$ cat src/hw/dvi_fmt_defines.svh
`ifndef DVI_FMT_DEFINES_SVH
`define DVI_FMT_DEFINES_SVH

////////////////////////////////////////
// Widths
////////////////////////////////////////

`define HV_W 11 // Raster counts and thresholds
`define DCM_W 8 // Synthesizer M and D factors
`define SW_W 4 // Format switches

////////////////////////////////////////
// Control timing
////////////////////////////////////////

// Stable cycles before a switch setting counts
`define DEBOUNCE_LEN 16
`define GO_DELAY 16 // Acceptance to synthesizer go

`endif

$ cat src/hw/video_fmt_pkg.sv
`default_nettype none

`include "dvi_fmt_defines.svh"

package video_fmt_pkg;

	////////////////////////////////////////
	// Format switch codes
	////////////////////////////////////////

	typedef enum logic [`SW_W-1:0] {
		FMT_VGA      = 4'b0000, // 640x480
		FMT_SVGA     = 4'b0001, // 800x600
		FMT_HDTV720P = 4'b0010, // 1280x720, also any unlisted code
		FMT_XGA      = 4'b0011, // 1024x768
		FMT_SXGA     = 4'b1000, // 1280x1024
		FMT_CAMERA   = 4'b1001  // 1280x720 camera raster
	} fmt_sw_t;

	// Raster position or threshold, pixels or lines
	typedef logic [`HV_W-1:0] hv_cnt_t;

endpackage

`default_nettype wire

$ cat src/hw/pclk_cfg_pkg.sv
`default_nettype none

`include "dvi_fmt_defines.svh"

package pclk_cfg_pkg;

	// Pixel clock synthesizer factor
	// Held as the wanted value minus one
	typedef logic [`DCM_W-1:0] dcm_factor_t;

endpackage

`default_nettype wire

$ cat src/hw/sw_debounce.sv
`timescale 1ns/100ps
`default_nettype none

`include "dvi_fmt_defines.svh"

module sw_debounce (
	input  logic                    clk50m_bufg,
	input  logic                    RSTBTN,
	input  logic [`SW_W-1:0]        sw, // Asynchronous switches
	output video_fmt_pkg::fmt_sw_t  fmt, // Accepted setting
	output logic                    fmt_change // One cycle on acceptance
);

	localparam int CNT_W = $clog2(`DEBOUNCE_LEN + 1);

	logic [`SW_W-1:0] sw_meta; // First synchronizer stage
	logic [`SW_W-1:0] sw_sync; // Second stage
	logic [`SW_W-1:0] sw_q; // Value under test
	logic [CNT_W-1:0] stable_cnt;
	logic seen; // Some setting accepted since reset
	logic stable_hit;

	////////////////////////////////////////
	// Synchronizer and holding register
	////////////////////////////////////////

	always_ff @(posedge clk50m_bufg) begin
		if (RSTBTN) begin
			sw_meta <= '0;
			sw_sync <= '0;
			sw_q    <= '0;
		end else begin
			sw_meta <= sw;
			sw_sync <= sw_meta;
			sw_q    <= sw_sync;
		end
	end

	// Last stable cycle, value still held, and it is news
	assign stable_hit = (stable_cnt == CNT_W'(`DEBOUNCE_LEN - 1)) &&
		(sw_sync == sw_q) && (!seen || (sw_q != fmt));

	////////////////////////////////////////
	// Stability count and acceptance
	////////////////////////////////////////

	always_ff @(posedge clk50m_bufg) begin
		if (RSTBTN) begin
			stable_cnt <= '0;
			seen       <= 1'b0;
			fmt        <= video_fmt_pkg::FMT_VGA;
			fmt_change <= 1'b0;
		end else begin
			if (sw_sync != sw_q)
				stable_cnt <= '0; // sw_q moves next cycle
			else if (stable_cnt != CNT_W'(`DEBOUNCE_LEN))
				stable_cnt <= stable_cnt + 1'b1; // Saturates, so one hit per value
			fmt_change <= stable_hit;
			if (stable_hit) begin
				fmt  <= video_fmt_pkg::fmt_sw_t'(sw_q);
				seen <= 1'b1; // Power-up setting accepted once
			end
		end
	end

endmodule

`default_nettype wire

$ cat src/hw/pclk_ratio_sel.sv
`timescale 1ns/100ps
`default_nettype none

`include "dvi_fmt_defines.svh"

module pclk_ratio_sel (
	input  logic                        clk50m_bufg,
	input  logic                        RSTBTN,
	input  video_fmt_pkg::fmt_sw_t      fmt,
	input  logic                        fmt_change,
	output pclk_cfg_pkg::dcm_factor_t   pclk_m, // Multiply minus one
	output pclk_cfg_pkg::dcm_factor_t   pclk_d, // Divide minus one
	output logic                        pclk_go
);

	pclk_cfg_pkg::dcm_factor_t m_sel;
	pclk_cfg_pkg::dcm_factor_t d_sel;
	logic [`GO_DELAY-1:0] go_line; // One bit per delay cycle

	////////////////////////////////////////
	// Factor table, 50 MHz reference
	////////////////////////////////////////

	always_comb begin
		case (fmt)
			video_fmt_pkg::FMT_VGA: begin // 25 MHz
				m_sel = 8'd2 - 8'd1;
				d_sel = 8'd4 - 8'd1;
			end
			video_fmt_pkg::FMT_SVGA: begin // 40 MHz
				m_sel = 8'd4 - 8'd1;
				d_sel = 8'd5 - 8'd1;
			end
			video_fmt_pkg::FMT_XGA: begin // 65 MHz
				m_sel = 8'd13 - 8'd1;
				d_sel = 8'd10 - 8'd1;
			end
			video_fmt_pkg::FMT_SXGA: begin // 108 MHz
				m_sel = 8'd54 - 8'd1;
				d_sel = 8'd25 - 8'd1;
			end
			video_fmt_pkg::FMT_CAMERA: begin
				m_sel = 8'd135 - 8'd1;
				d_sel = 8'd91 - 8'd1;
			end
			default: begin // 74.25 MHz, 720p and unknown codes
				m_sel = 8'd248 - 8'd1;
				d_sel = 8'd167 - 8'd1;
			end
		endcase
	end

	always_ff @(posedge clk50m_bufg) begin
		if (RSTBTN) begin
			pclk_m  <= '0;
			pclk_d  <= '0;
			go_line <= '0;
		end else begin
			if (fmt_change) begin
				pclk_m <= m_sel;
				pclk_d <= d_sel;
			end
			// Shift line lets back-to-back changes each get a go
			go_line <= {go_line[`GO_DELAY-2:0], fmt_change};
		end
	end

	assign pclk_go = go_line[`GO_DELAY-1]; // GO_DELAY cycles after fmt_change

endmodule

`default_nettype wire

$ cat src/hw/video_timing_sel.sv
`timescale 1ns/100ps
`default_nettype none

module video_timing_sel (
	input  video_fmt_pkg::fmt_sw_t  fmt,
	output video_fmt_pkg::hv_cnt_t  tc_hsblnk, // Last live pixel
	output video_fmt_pkg::hv_cnt_t  tc_hssync,
	output video_fmt_pkg::hv_cnt_t  tc_hesync,
	output video_fmt_pkg::hv_cnt_t  tc_heblnk, // Last pixel of line
	output video_fmt_pkg::hv_cnt_t  tc_vsblnk, // Last live line
	output video_fmt_pkg::hv_cnt_t  tc_vssync,
	output video_fmt_pkg::hv_cnt_t  tc_vesync,
	output video_fmt_pkg::hv_cnt_t  tc_veblnk, // Last line of frame
	output logic                    sync_neg // 1 = active low syncs
);

	video_fmt_pkg::hv_cnt_t h_live, h_fp, h_sw, h_bp;
	video_fmt_pkg::hv_cnt_t v_live, v_fp, v_sw, v_bp;

	////////////////////////////////////////
	// Raster table
	////////////////////////////////////////

	// Live / front porch / sync / back porch
	always_comb begin
		case (fmt)
			video_fmt_pkg::FMT_VGA: begin
				h_live = 11'd640;
				h_fp   = 11'd16;
				h_sw   = 11'd96;
				h_bp   = 11'd48;
				v_live = 11'd480;
				v_fp   = 11'd11;
				v_sw   = 11'd2;
				v_bp   = 11'd31;
				sync_neg = 1'b1;
			end
			video_fmt_pkg::FMT_SVGA: begin
				h_live = 11'd800;
				h_fp   = 11'd40;
				h_sw   = 11'd128;
				h_bp   = 11'd88;
				v_live = 11'd600;
				v_fp   = 11'd1;
				v_sw   = 11'd4;
				v_bp   = 11'd23;
				sync_neg = 1'b0;
			end
			video_fmt_pkg::FMT_XGA: begin
				h_live = 11'd1024;
				h_fp   = 11'd24;
				h_sw   = 11'd136;
				h_bp   = 11'd160;
				v_live = 11'd768;
				v_fp   = 11'd3;
				v_sw   = 11'd6;
				v_bp   = 11'd29;
				sync_neg = 1'b1;
			end
			video_fmt_pkg::FMT_SXGA: begin
				h_live = 11'd1280;
				h_fp   = 11'd48;
				h_sw   = 11'd112;
				h_bp   = 11'd248;
				v_live = 11'd1024;
				v_fp   = 11'd1;
				v_sw   = 11'd3;
				v_bp   = 11'd38;
				sync_neg = 1'b0;
			end
			video_fmt_pkg::FMT_CAMERA: begin // Shorter sync than 720p
				h_live = 11'd1280;
				h_fp   = 11'd110;
				h_sw   = 11'd39;
				h_bp   = 11'd220;
				v_live = 11'd720;
				v_fp   = 11'd4;
				v_sw   = 11'd4;
				v_bp   = 11'd22;
				sync_neg = 1'b0;
			end
			default: begin // 720p
				h_live = 11'd1280;
				h_fp   = 11'd110;
				h_sw   = 11'd40;
				h_bp   = 11'd220;
				v_live = 11'd720;
				v_fp   = 11'd5;
				v_sw   = 11'd5;
				v_bp   = 11'd20;
				sync_neg = 1'b0;
			end
		endcase
	end

	// Thresholds are running sums, counters start at 0
	assign tc_hsblnk = h_live - 11'd1;
	assign tc_hssync = tc_hsblnk + h_fp;
	assign tc_hesync = tc_hssync + h_sw;
	assign tc_heblnk = tc_hesync + h_bp;

	assign tc_vsblnk = v_live - 11'd1;
	assign tc_vssync = tc_vsblnk + v_fp;
	assign tc_vesync = tc_vssync + v_sw;
	assign tc_veblnk = tc_vesync + v_bp;

endmodule

`default_nettype wire

$ cat src/hw/timing_gen.sv
`timescale 1ns/100ps
`default_nettype none

module timing_gen (
	input  logic                    clk50m_bufg,
	input  logic                    RSTBTN,
	input  logic                    restart, // Format change zeroes the counters
	input  video_fmt_pkg::hv_cnt_t  tc_hsblnk,
	input  video_fmt_pkg::hv_cnt_t  tc_hssync,
	input  video_fmt_pkg::hv_cnt_t  tc_hesync,
	input  video_fmt_pkg::hv_cnt_t  tc_heblnk,
	input  video_fmt_pkg::hv_cnt_t  tc_vsblnk,
	input  video_fmt_pkg::hv_cnt_t  tc_vssync,
	input  video_fmt_pkg::hv_cnt_t  tc_vesync,
	input  video_fmt_pkg::hv_cnt_t  tc_veblnk,
	input  logic                    sync_neg,
	output logic                    hsync,
	output logic                    vsync,
	output logic                    de
);

	logic en; // Raster running
	video_fmt_pkg::hv_cnt_t hcount;
	video_fmt_pkg::hv_cnt_t vcount;
	logic h_end; // Last pixel of line
	logic v_end;
	logic hsync_raw, vsync_raw, de_raw;

	// Wrap points of the raster
	assign h_end = (hcount >= tc_heblnk);
	assign v_end = (vcount >= tc_veblnk);

	////////////////////////////////////////
	// Raster counters
	////////////////////////////////////////

	always_ff @(posedge clk50m_bufg) begin
		if (RSTBTN) begin
			en     <= 1'b0;
			hcount <= '0;
			vcount <= '0;
		end else if (restart) begin
			en     <= 1'b1; // First restart starts the raster
			hcount <= '0;
			vcount <= '0;
		end else if (en) begin
			if (h_end) begin
				hcount <= '0;
				if (v_end)
					vcount <= '0;
				else
					vcount <= vcount + 1'b1;
			end else begin
				hcount <= hcount + 1'b1;
			end
		end
	end

	// Sync pulse just past the front porch
	assign hsync_raw = (hcount > tc_hssync) && (hcount <= tc_hesync);
	assign vsync_raw = (vcount > tc_vssync) && (vcount <= tc_vesync);
	assign de_raw = (hcount <= tc_hsblnk) && (vcount <= tc_vsblnk);

	////////////////////////////////////////
	// Output registers one cycle behind
	////////////////////////////////////////

	always_ff @(posedge clk50m_bufg) begin
		if (RSTBTN) begin
			hsync <= sync_neg; // Idle level
			vsync <= sync_neg;
			de    <= 1'b0;
		end else if (!en) begin
			hsync <= sync_neg;
			vsync <= sync_neg;
			de    <= 1'b0;
		end else begin
			hsync <= hsync_raw ^ sync_neg;
			vsync <= vsync_raw ^ sync_neg;
			de    <= de_raw;
		end
	end

endmodule

`default_nettype wire

$ cat src/hw/dvi_fmt_ctrl.sv
`timescale 1ns/100ps
`default_nettype none

`include "dvi_fmt_defines.svh"

module dvi_fmt_ctrl (
	input  logic                        clk50m_bufg,
	input  logic                        RSTBTN,
	input  logic [`SW_W-1:0]            sw, // Format switches, async
	output pclk_cfg_pkg::dcm_factor_t   pclk_m,
	output pclk_cfg_pkg::dcm_factor_t   pclk_d,
	output logic                        pclk_go, // Start synthesizer programming
	output logic                        hsync,
	output logic                        vsync,
	output logic                        de
);

	video_fmt_pkg::fmt_sw_t fmt;
	logic fmt_change;
	video_fmt_pkg::hv_cnt_t tc_hsblnk, tc_hssync, tc_hesync, tc_heblnk;
	video_fmt_pkg::hv_cnt_t tc_vsblnk, tc_vssync, tc_vesync, tc_veblnk;
	logic sync_neg;

	////////////////////////////////////////
	// Switch input
	////////////////////////////////////////

	sw_debounce u_sw_debounce (
		.clk50m_bufg (clk50m_bufg),
		.RSTBTN      (RSTBTN),
		.sw          (sw),
		.fmt         (fmt),
		.fmt_change  (fmt_change)
	);

	// Synthesizer factors and go
	pclk_ratio_sel u_pclk_ratio_sel (
		.clk50m_bufg (clk50m_bufg),
		.RSTBTN      (RSTBTN),
		.fmt         (fmt),
		.fmt_change  (fmt_change),
		.pclk_m      (pclk_m),
		.pclk_d      (pclk_d),
		.pclk_go     (pclk_go)
	);

	////////////////////////////////////////
	// Raster timing
	////////////////////////////////////////

	video_timing_sel u_video_timing_sel (
		.fmt       (fmt),
		.tc_hsblnk (tc_hsblnk),
		.tc_hssync (tc_hssync),
		.tc_hesync (tc_hesync),
		.tc_heblnk (tc_heblnk),
		.tc_vsblnk (tc_vsblnk),
		.tc_vssync (tc_vssync),
		.tc_vesync (tc_vesync),
		.tc_veblnk (tc_veblnk),
		.sync_neg  (sync_neg)
	);

	timing_gen u_timing_gen (
		.clk50m_bufg (clk50m_bufg),
		.RSTBTN      (RSTBTN),
		.restart     (fmt_change), // New format restarts the frame
		.tc_hsblnk   (tc_hsblnk),
		.tc_hssync   (tc_hssync),
		.tc_hesync   (tc_hesync),
		.tc_heblnk   (tc_heblnk),
		.tc_vsblnk   (tc_vsblnk),
		.tc_vssync   (tc_vssync),
		.tc_vesync   (tc_vesync),
		.tc_veblnk   (tc_veblnk),
		.sync_neg    (sync_neg),
		.hsync       (hsync),
		.vsync       (vsync),
		.de          (de)
	);

endmodule

`default_nettype wire

$ cat config.mk
export PLATFORM = sky130hd
export DESIGN_NAME = dvi_fmt_ctrl
export DESIGN_NICKNAME = d
export VERILOG_FILES = /design/src/hw/video_fmt_pkg.sv /design/src/hw/pclk_cfg_pkg.sv /design/src/hw/sw_debounce.sv /design/src/hw/pclk_ratio_sel.sv /design/src/hw/video_timing_sel.sv /design/src/hw/timing_gen.sv /design/src/hw/dvi_fmt_ctrl.sv
export VERILOG_INCLUDE_DIRS = /design/src /design/src/hw
export SDC_FILE = /design/constraint.sdc
export NUM_CORES = 1
export LEC_CHECK = 0
export BUFFER_PORTS_ARGS = -buffer_cell sky130_fd_sc_hd__buf_2
export CORE_MARGIN = 2
export CORE_UTILIZATION = 60
export DETAILED_ROUTE_END_ITERATION = 8
export PLACE_DENSITY_LB_ADDON = 0.1
export RECOVER_POWER = 50
export SLEW_MARGIN = 40
export SYNTH_ARGS = -nofsm -noshare
export SYNTH_HDL_FRONTEND = slang
export SYNTH_SLANG_ARGS = --single-unit
$ cat constraint.sdc
create_clock -name clk50m_bufg -period 11.4 [get_ports clk50m_bufg]
set_clock_uncertainty 0.1 [all_clocks]
set_input_delay 3.42 -clock clk50m_bufg [delete_from_list [all_inputs] [get_ports clk50m_bufg]]
set_output_delay 3.42 -clock clk50m_bufg [all_outputs]
set_load 0.1 [all_outputs]
# Yosys cells after proc, flatten, opt, wreduce, memory -nomap -nowiden
# Cells that the tools add are included.
# classes
add_sub_neg	11
magnitude_cmp	8
eq_ne	9
n_mux	17
bitwise	3
n_reduce_logical	15
# op_table
cell	n
8-bit one-hot mux with 5 select lines	3
11-bit <= comparator	4
11-bit one-hot mux with 4 select lines	1
11-bit one-hot mux with 3 select lines	1
8-bit one-hot mux with 4 select lines	1
6-bit one-hot mux with 5 select lines	1
7-bit one-hot mux with 4 select lines	1
11-bit by 1-bit adder with 11-bit output (second input constant)	2
11-bit by 8-bit adder with 11-bit output	2
11-bit greater-or-equal comparator	2
11-bit greater-than comparator	2
11-bit two-way mux	2
11-bit by 1-bit subtractor with 11-bit output (second input constant)	2
4-bit one-hot mux with 4 select lines	1
3-bit one-hot mux with 4 select lines	1
2-bit OR reduction	6
11-bit by 3-bit adder with 11-bit output	1
11-bit by 4-bit adder with 11-bit output	1
11-bit by 6-bit adder with 11-bit output	1
11-bit by 7-bit adder with 11-bit output	1
4-bit equality test (second input constant)	2
4-bit inequality test	2
5-bit by 1-bit adder with 5-bit output (second input constant)	1
5-bit by 4-bit equality test with 1-bit output (second input constant)	1
other kinds (12)	21
# word_totals
regBits	81
inputBits	6
output_inout_bits	20
wordCells	79

# Depth between registers and ports, before layout
# logic_depth
ltp_word	10
depth_mapped	31
mapped_depth_nobuf	26

# Modules after synthesis
# From an unflattened synthesis, not the netlist that was laid out.
# hier_totals
cells_unflattened	861
area_unflattened_um2	7039.3
# by_module_without_submodules
module	n_inst	cells_each	area_each_um2	seq_area_each_um2
timing_gen	1	431	3377.0	520.5
video_timing_sel	1	243	1714.1	0.0
pclk_ratio_sel	1	102	1034.7	580.6
sw_debounce	1	85	913.4	460.4

# Least setup slack after synthesis
# No wires, ideal clock.
# synth_timing
path_type	reg2reg
startpoint	register u_sw_debounce.fmt[0]
endpoint	register u_timing_gen.vcount[5]
setup_time_ps	80
arrival_ps	6199
required_time_ps	11220
slack_ps	5021
stages_incl_launch_ff	32
n_path_buf	5
synth_period_minus_slack_ps	6379
cell_sequence	dfxtp_1 > buf_6 > or3_1 > nor2_1 > inv_1 > ha_1 > buf_2 > buf_1 > nand2b_1 > nand3_1 > ha_1 > xnor2_1 > ha_1 > o21ai_0 > o21bai_1 > xor2_1 > ha_1 > or2_2 > a21oi_1 > a21oi_1 > and4_1 > nor3_1 > xnor2_1 > ha_1 > a21o_1 > a21oi_1 > nor2b_1 > a31oi_1 > clkbuf_1 > clkbuf_1 > o21ai_0 > a22oi_1
# synth_via
elab_chain_len	8
elab_cells_between_ends	27
cone_classes	add/sub (8); order compare (2); eq/ne (4); mux (9); reduce/logical (4)
# synth_rtl
item	line_no	rtl
start: declaration	sw_debounce.sv:10	output video_fmt_pkg::fmt_sw_t fmt,
start signal: assignment	sw_debounce.sv:51	fmt <= video_fmt_pkg::FMT_VGA;
start signal: assignment	sw_debounce.sv:60	fmt <= video_fmt_pkg::fmt_sw_t'(sw_q);
4-bit equality test (tied with other cells)	video_timing_sel.sv:26	case (fmt)
11-bit one-hot mux with 4 select lines (tied with other cells)	video_timing_sel.sv:26	
11-bit by 1-bit subtractor with 11-bit output (tied with other cells)	video_timing_sel.sv:102	assign tc_vsblnk = v_live - 11'd1;
11-bit by 4-bit adder with 11-bit output / 11-bit by 7-bit adder with 11-bit output (equally long branches)	video_timing_sel.sv:103, video_timing_sel.sv:98	
11-bit by 3-bit adder with 11-bit output / 11-bit by 8-bit adder with 11-bit output (equally long branches)	video_timing_sel.sv:104, video_timing_sel.sv:99	
11-bit by 6-bit adder with 11-bit output / 11-bit by 8-bit adder with 11-bit output (equally long branches)	video_timing_sel.sv:105, video_timing_sel.sv:100	
11-bit greater-or-equal comparator (on tied branches)	timing_gen.sv:31, timing_gen.sv:30	
11-bit two-way mux / 2-bit AND reduction (equally long branches)	-	
end signal: assignment	timing_gen.sv:52	vcount <= vcount + 1'b1;
end: declaration	timing_gen.sv:24	video_fmt_pkg::hv_cnt_t vcount;
# Parallel ways exist; a longest one is shown, timed or not.
# A chain may end at the register's enable or synchronous reset.

# Final worst setup path
# layout_timing
startpoint	register u_sw_debounce.fmt[2]
endpoint	register u_timing_gen.vcount[8]
# Same word-level chain as after synthesis.

==> metrics.md <==
| Metric | Value |
|---|---|
| Status | finished with violations |
| Violated checks | max-capacitance violations, max-slew violations |
| Area Overhead vs Synth | 5.26% |
| Final Slew Violations | 54 |
| Slowest cell on crit path | dfxtp_1 |
| Final Total Pwr | between 0.4 and 0.5 mW |
| TritonRoute pass-1 iters | 5 |
| GRT overflow | 0 |
| Mapped Area | 6700 µm² |
| Initial drt markers | about 400 |
| Top Metal Used | met4 |
| Fin area | 7060 µm² |
| Yosys warns | 0 |
| CP max FO | 23 |
| Period minus WS final | around 7.8 ns |
| Register area | around 1600 µm² |
| Crit path DAT | around 8 ns |
| Cts repair resizes | 0 |
| Leak Pwr | roughly 3.4 nW |
| Synth async-reset ratio | 0 |
| Fin crit share | 0.684 |
| Worst VDD drop | 0.101 mV |
| Yosys top cell area share | 0.233 |
| Fill cells | approximately 960 |
| Clk_lat worst skew | between 0.3 and 0.4 ns |
| Fmax | 0.128 GHz |
| Vias per inst | a little over 6 |
| CP delay by family, top | simple AND/OR/NAND/NOR gates |
| Post-Place Cells | between 900 and 1000 |
| Drt wl/cell | approximately 17 µm |
| Placed inst area | 6860 µm² |
| Most frequent cells in the layout | 107 x ha_1, 77 x dfxtp_1, 57 x inv_1, 51 x nor2_1, 50 x a21oi_1 |
| Place WS | about 3.7 ns |
| Die height | approximately 110 µm |
| CP Launch Type | flop |
| Worst Path Required | 11.60 ns |
| # DRC | 0 |
| CTS Hold Bufs | 0 |
| Most frequent CP cell | ha_1 |
| Final Hold Viols | 0 |
| Worst setup path category | reg -> reg |
| Register area share after synthesis | 0.233 |
| Num ports | 26 |
| Gate Count Post-Synth | ~800 |
| Number of global-route vias before repair | about 5500 |
| Most used DFF post-synth | dfxtp_1 |
| Nets | 925 |
| HPWL Detailed | approximately 13000 µm |
| Gp weighted congestion | about 0.96 |
| Synth Register Bits | between 70 and 80 |
| Hold slack | roughly 0.34 ns |
| Area occupied by multi-input gates | between 4000 and 5000 µm² |
| Antenna-violating nets left | 0 |
| GRT Util Overall | 0.291 |
| CP Capture Type | flop |
| Final worst slack | roughly 3.6 ns |
| RSZ-0062 raised after global routing | false |
| Share of cells above drive strength 1 | 0.0971 |
| Initial cell density of the core | 0.616 |
| Via Count | 5786 |
| Most common cell after layout, fill and taps aside | ha_1 |
| IO buf count | 25 |
| Num CTS Buffers | 9 |
| Top cells by area, synth | dfxtp_1 23%, ha_1 20%, xnor2_1 4.2% |
| Largest stage delay on the critical path | about 0.85 ns |
| Die width | between 100 and 150 µm |
| Met3 wire len | between 900 and 1000 µm |
| Rel. slew slack | -0.616 |
| Synth cell types | about 80 |
| Worst hold path type | reg -> reg |
| Core area | 10900 µm² |
| Finished Layout Cells | about 950 |
| Die Area | between 10000 and 15000 µm² |
| EDFF count, synth | 0 |
| # H-tree levels | 3 |
| Antenna Cells | 0 |
| Rows | 38 |
| Area leader, netlist | dfxtp_1 |
| Met1 wire length | approximately 7600 µm |
| Syn Nets | 918 |
| Setup TNS | 0 ns |
| Worst-path clk slew | around 0.09 ns |
| Postcts setup bufs | 0 |
| WP buf/inv | 2 |
| Root Driver | clkbuf_8 |
| Synthesized area per cell | roughly 8.4 µm² |
| Count of final setup violators | 0 |
| Max cap viols | 1 |
| First-pass GRT wire length | roughly 27000 µm |
| Clk sinks | 78 |
| Least-Margin Pin Slew | ~2.4 ns |
| WL met2 | ~7500 µm |
| Largest net degree at the start of global routing | 54 |
| Register-to-register setup slack | 3.61 ns |
| TritonCTS clock tree | built |
| Final Util | 0.648 |
| Clk buf depth | 2 |
| Pwr dens | between 60 and 70 nW/µm² |
| Initial antenna violation count | 0 |
| Drt total wl | approximately 16000 µm |
-- registers in the layout, summed over array words and instances, names as in the netlist, 4 cells and up --
signal,count
u_pclk_ratio_sel.pclk_m,7
u_timing_gen.vcount,11
u_sw_debounce.sw_sync,4
u_sw_debounce.stable_cnt,5
u_sw_debounce.fmt,4
u_pclk_ratio_sel.pclk_d,6
u_sw_debounce.sw_meta,4
u_timing_gen.hcount,11
u_pclk_ratio_sel.go_line,16
u_sw_debounce.sw_q,4
-- path summary, 6_finish.rpt --
path | from | to | cells after the start
min | u_pclk_ratio_sel.go_line[3] | u_pclk_ratio_sel.go_line[4] | 1
max reg2reg | u_sw_debounce.fmt[2] | u_timing_gen.vcount[8] | 27
min reg2reg | u_pclk_ratio_sel.go_line[3] | u_pclk_ratio_sel.go_line[4] | 1
max | u_sw_debounce.fmt[2] | u_timing_gen.vcount[8] | 27
-- layout make-up --
class / instances / area share
clock buffers: 9 / 0.0176
repair buffers: 32 / 0.0246
well taps: 140 / 0.0248
flip-flops and latches: 78 / 0.221
clock inverters: 7 / 0.00904
multi-input cells: 627 / 0.669
inverters: 61 / 0.0332
-- routing by layer --
layer,vias up,track usage
li1,2858,-
met1,2733,0.385
met2,163,0.465
met3,32,0.0646
met4,0,0.103
met5,-,0
-- where the power goes --
part	switching (mW)	internal, mW
clock network	0.121	0.0839
logic	0.00802	0.00404
registers	0.00150	0.275
-- kinds of logic after synthesis --
group / share of synthesized area
XOR/XNOR: 0.0845
adder cells (fa/ha/maj): 0.210
AND/OR/NAND/NOR: 0.209
flip-flops: 0.233
other: 0.00112
multiplexers: 0.0149
AO/OA/AOI/OAI: 0.183
buffers and inverters: 0.0646
-- cell usage after synthesis, types with 5 or more instances --
cell type,number
a211oi_1,15
a21o_1,23
a21oi_1,51
a22oi_1,9
and3_1,6
buf_4,5
clkbuf_1,21
dfxtp_1,78
ha_1,107
inv_1,57
mux2i_1,10
nand2_1,48
nand2b_1,17
nand3_1,20
nand4_1,15
nor2_1,51
nor2b_1,38
nor3_1,19
o21ai_0,30
o21bai_1,5
o31ai_1,7
or3_1,9
or4_1,5
xnor2_1,32
xor2_1,29
(Power assumes the default switching activity.)
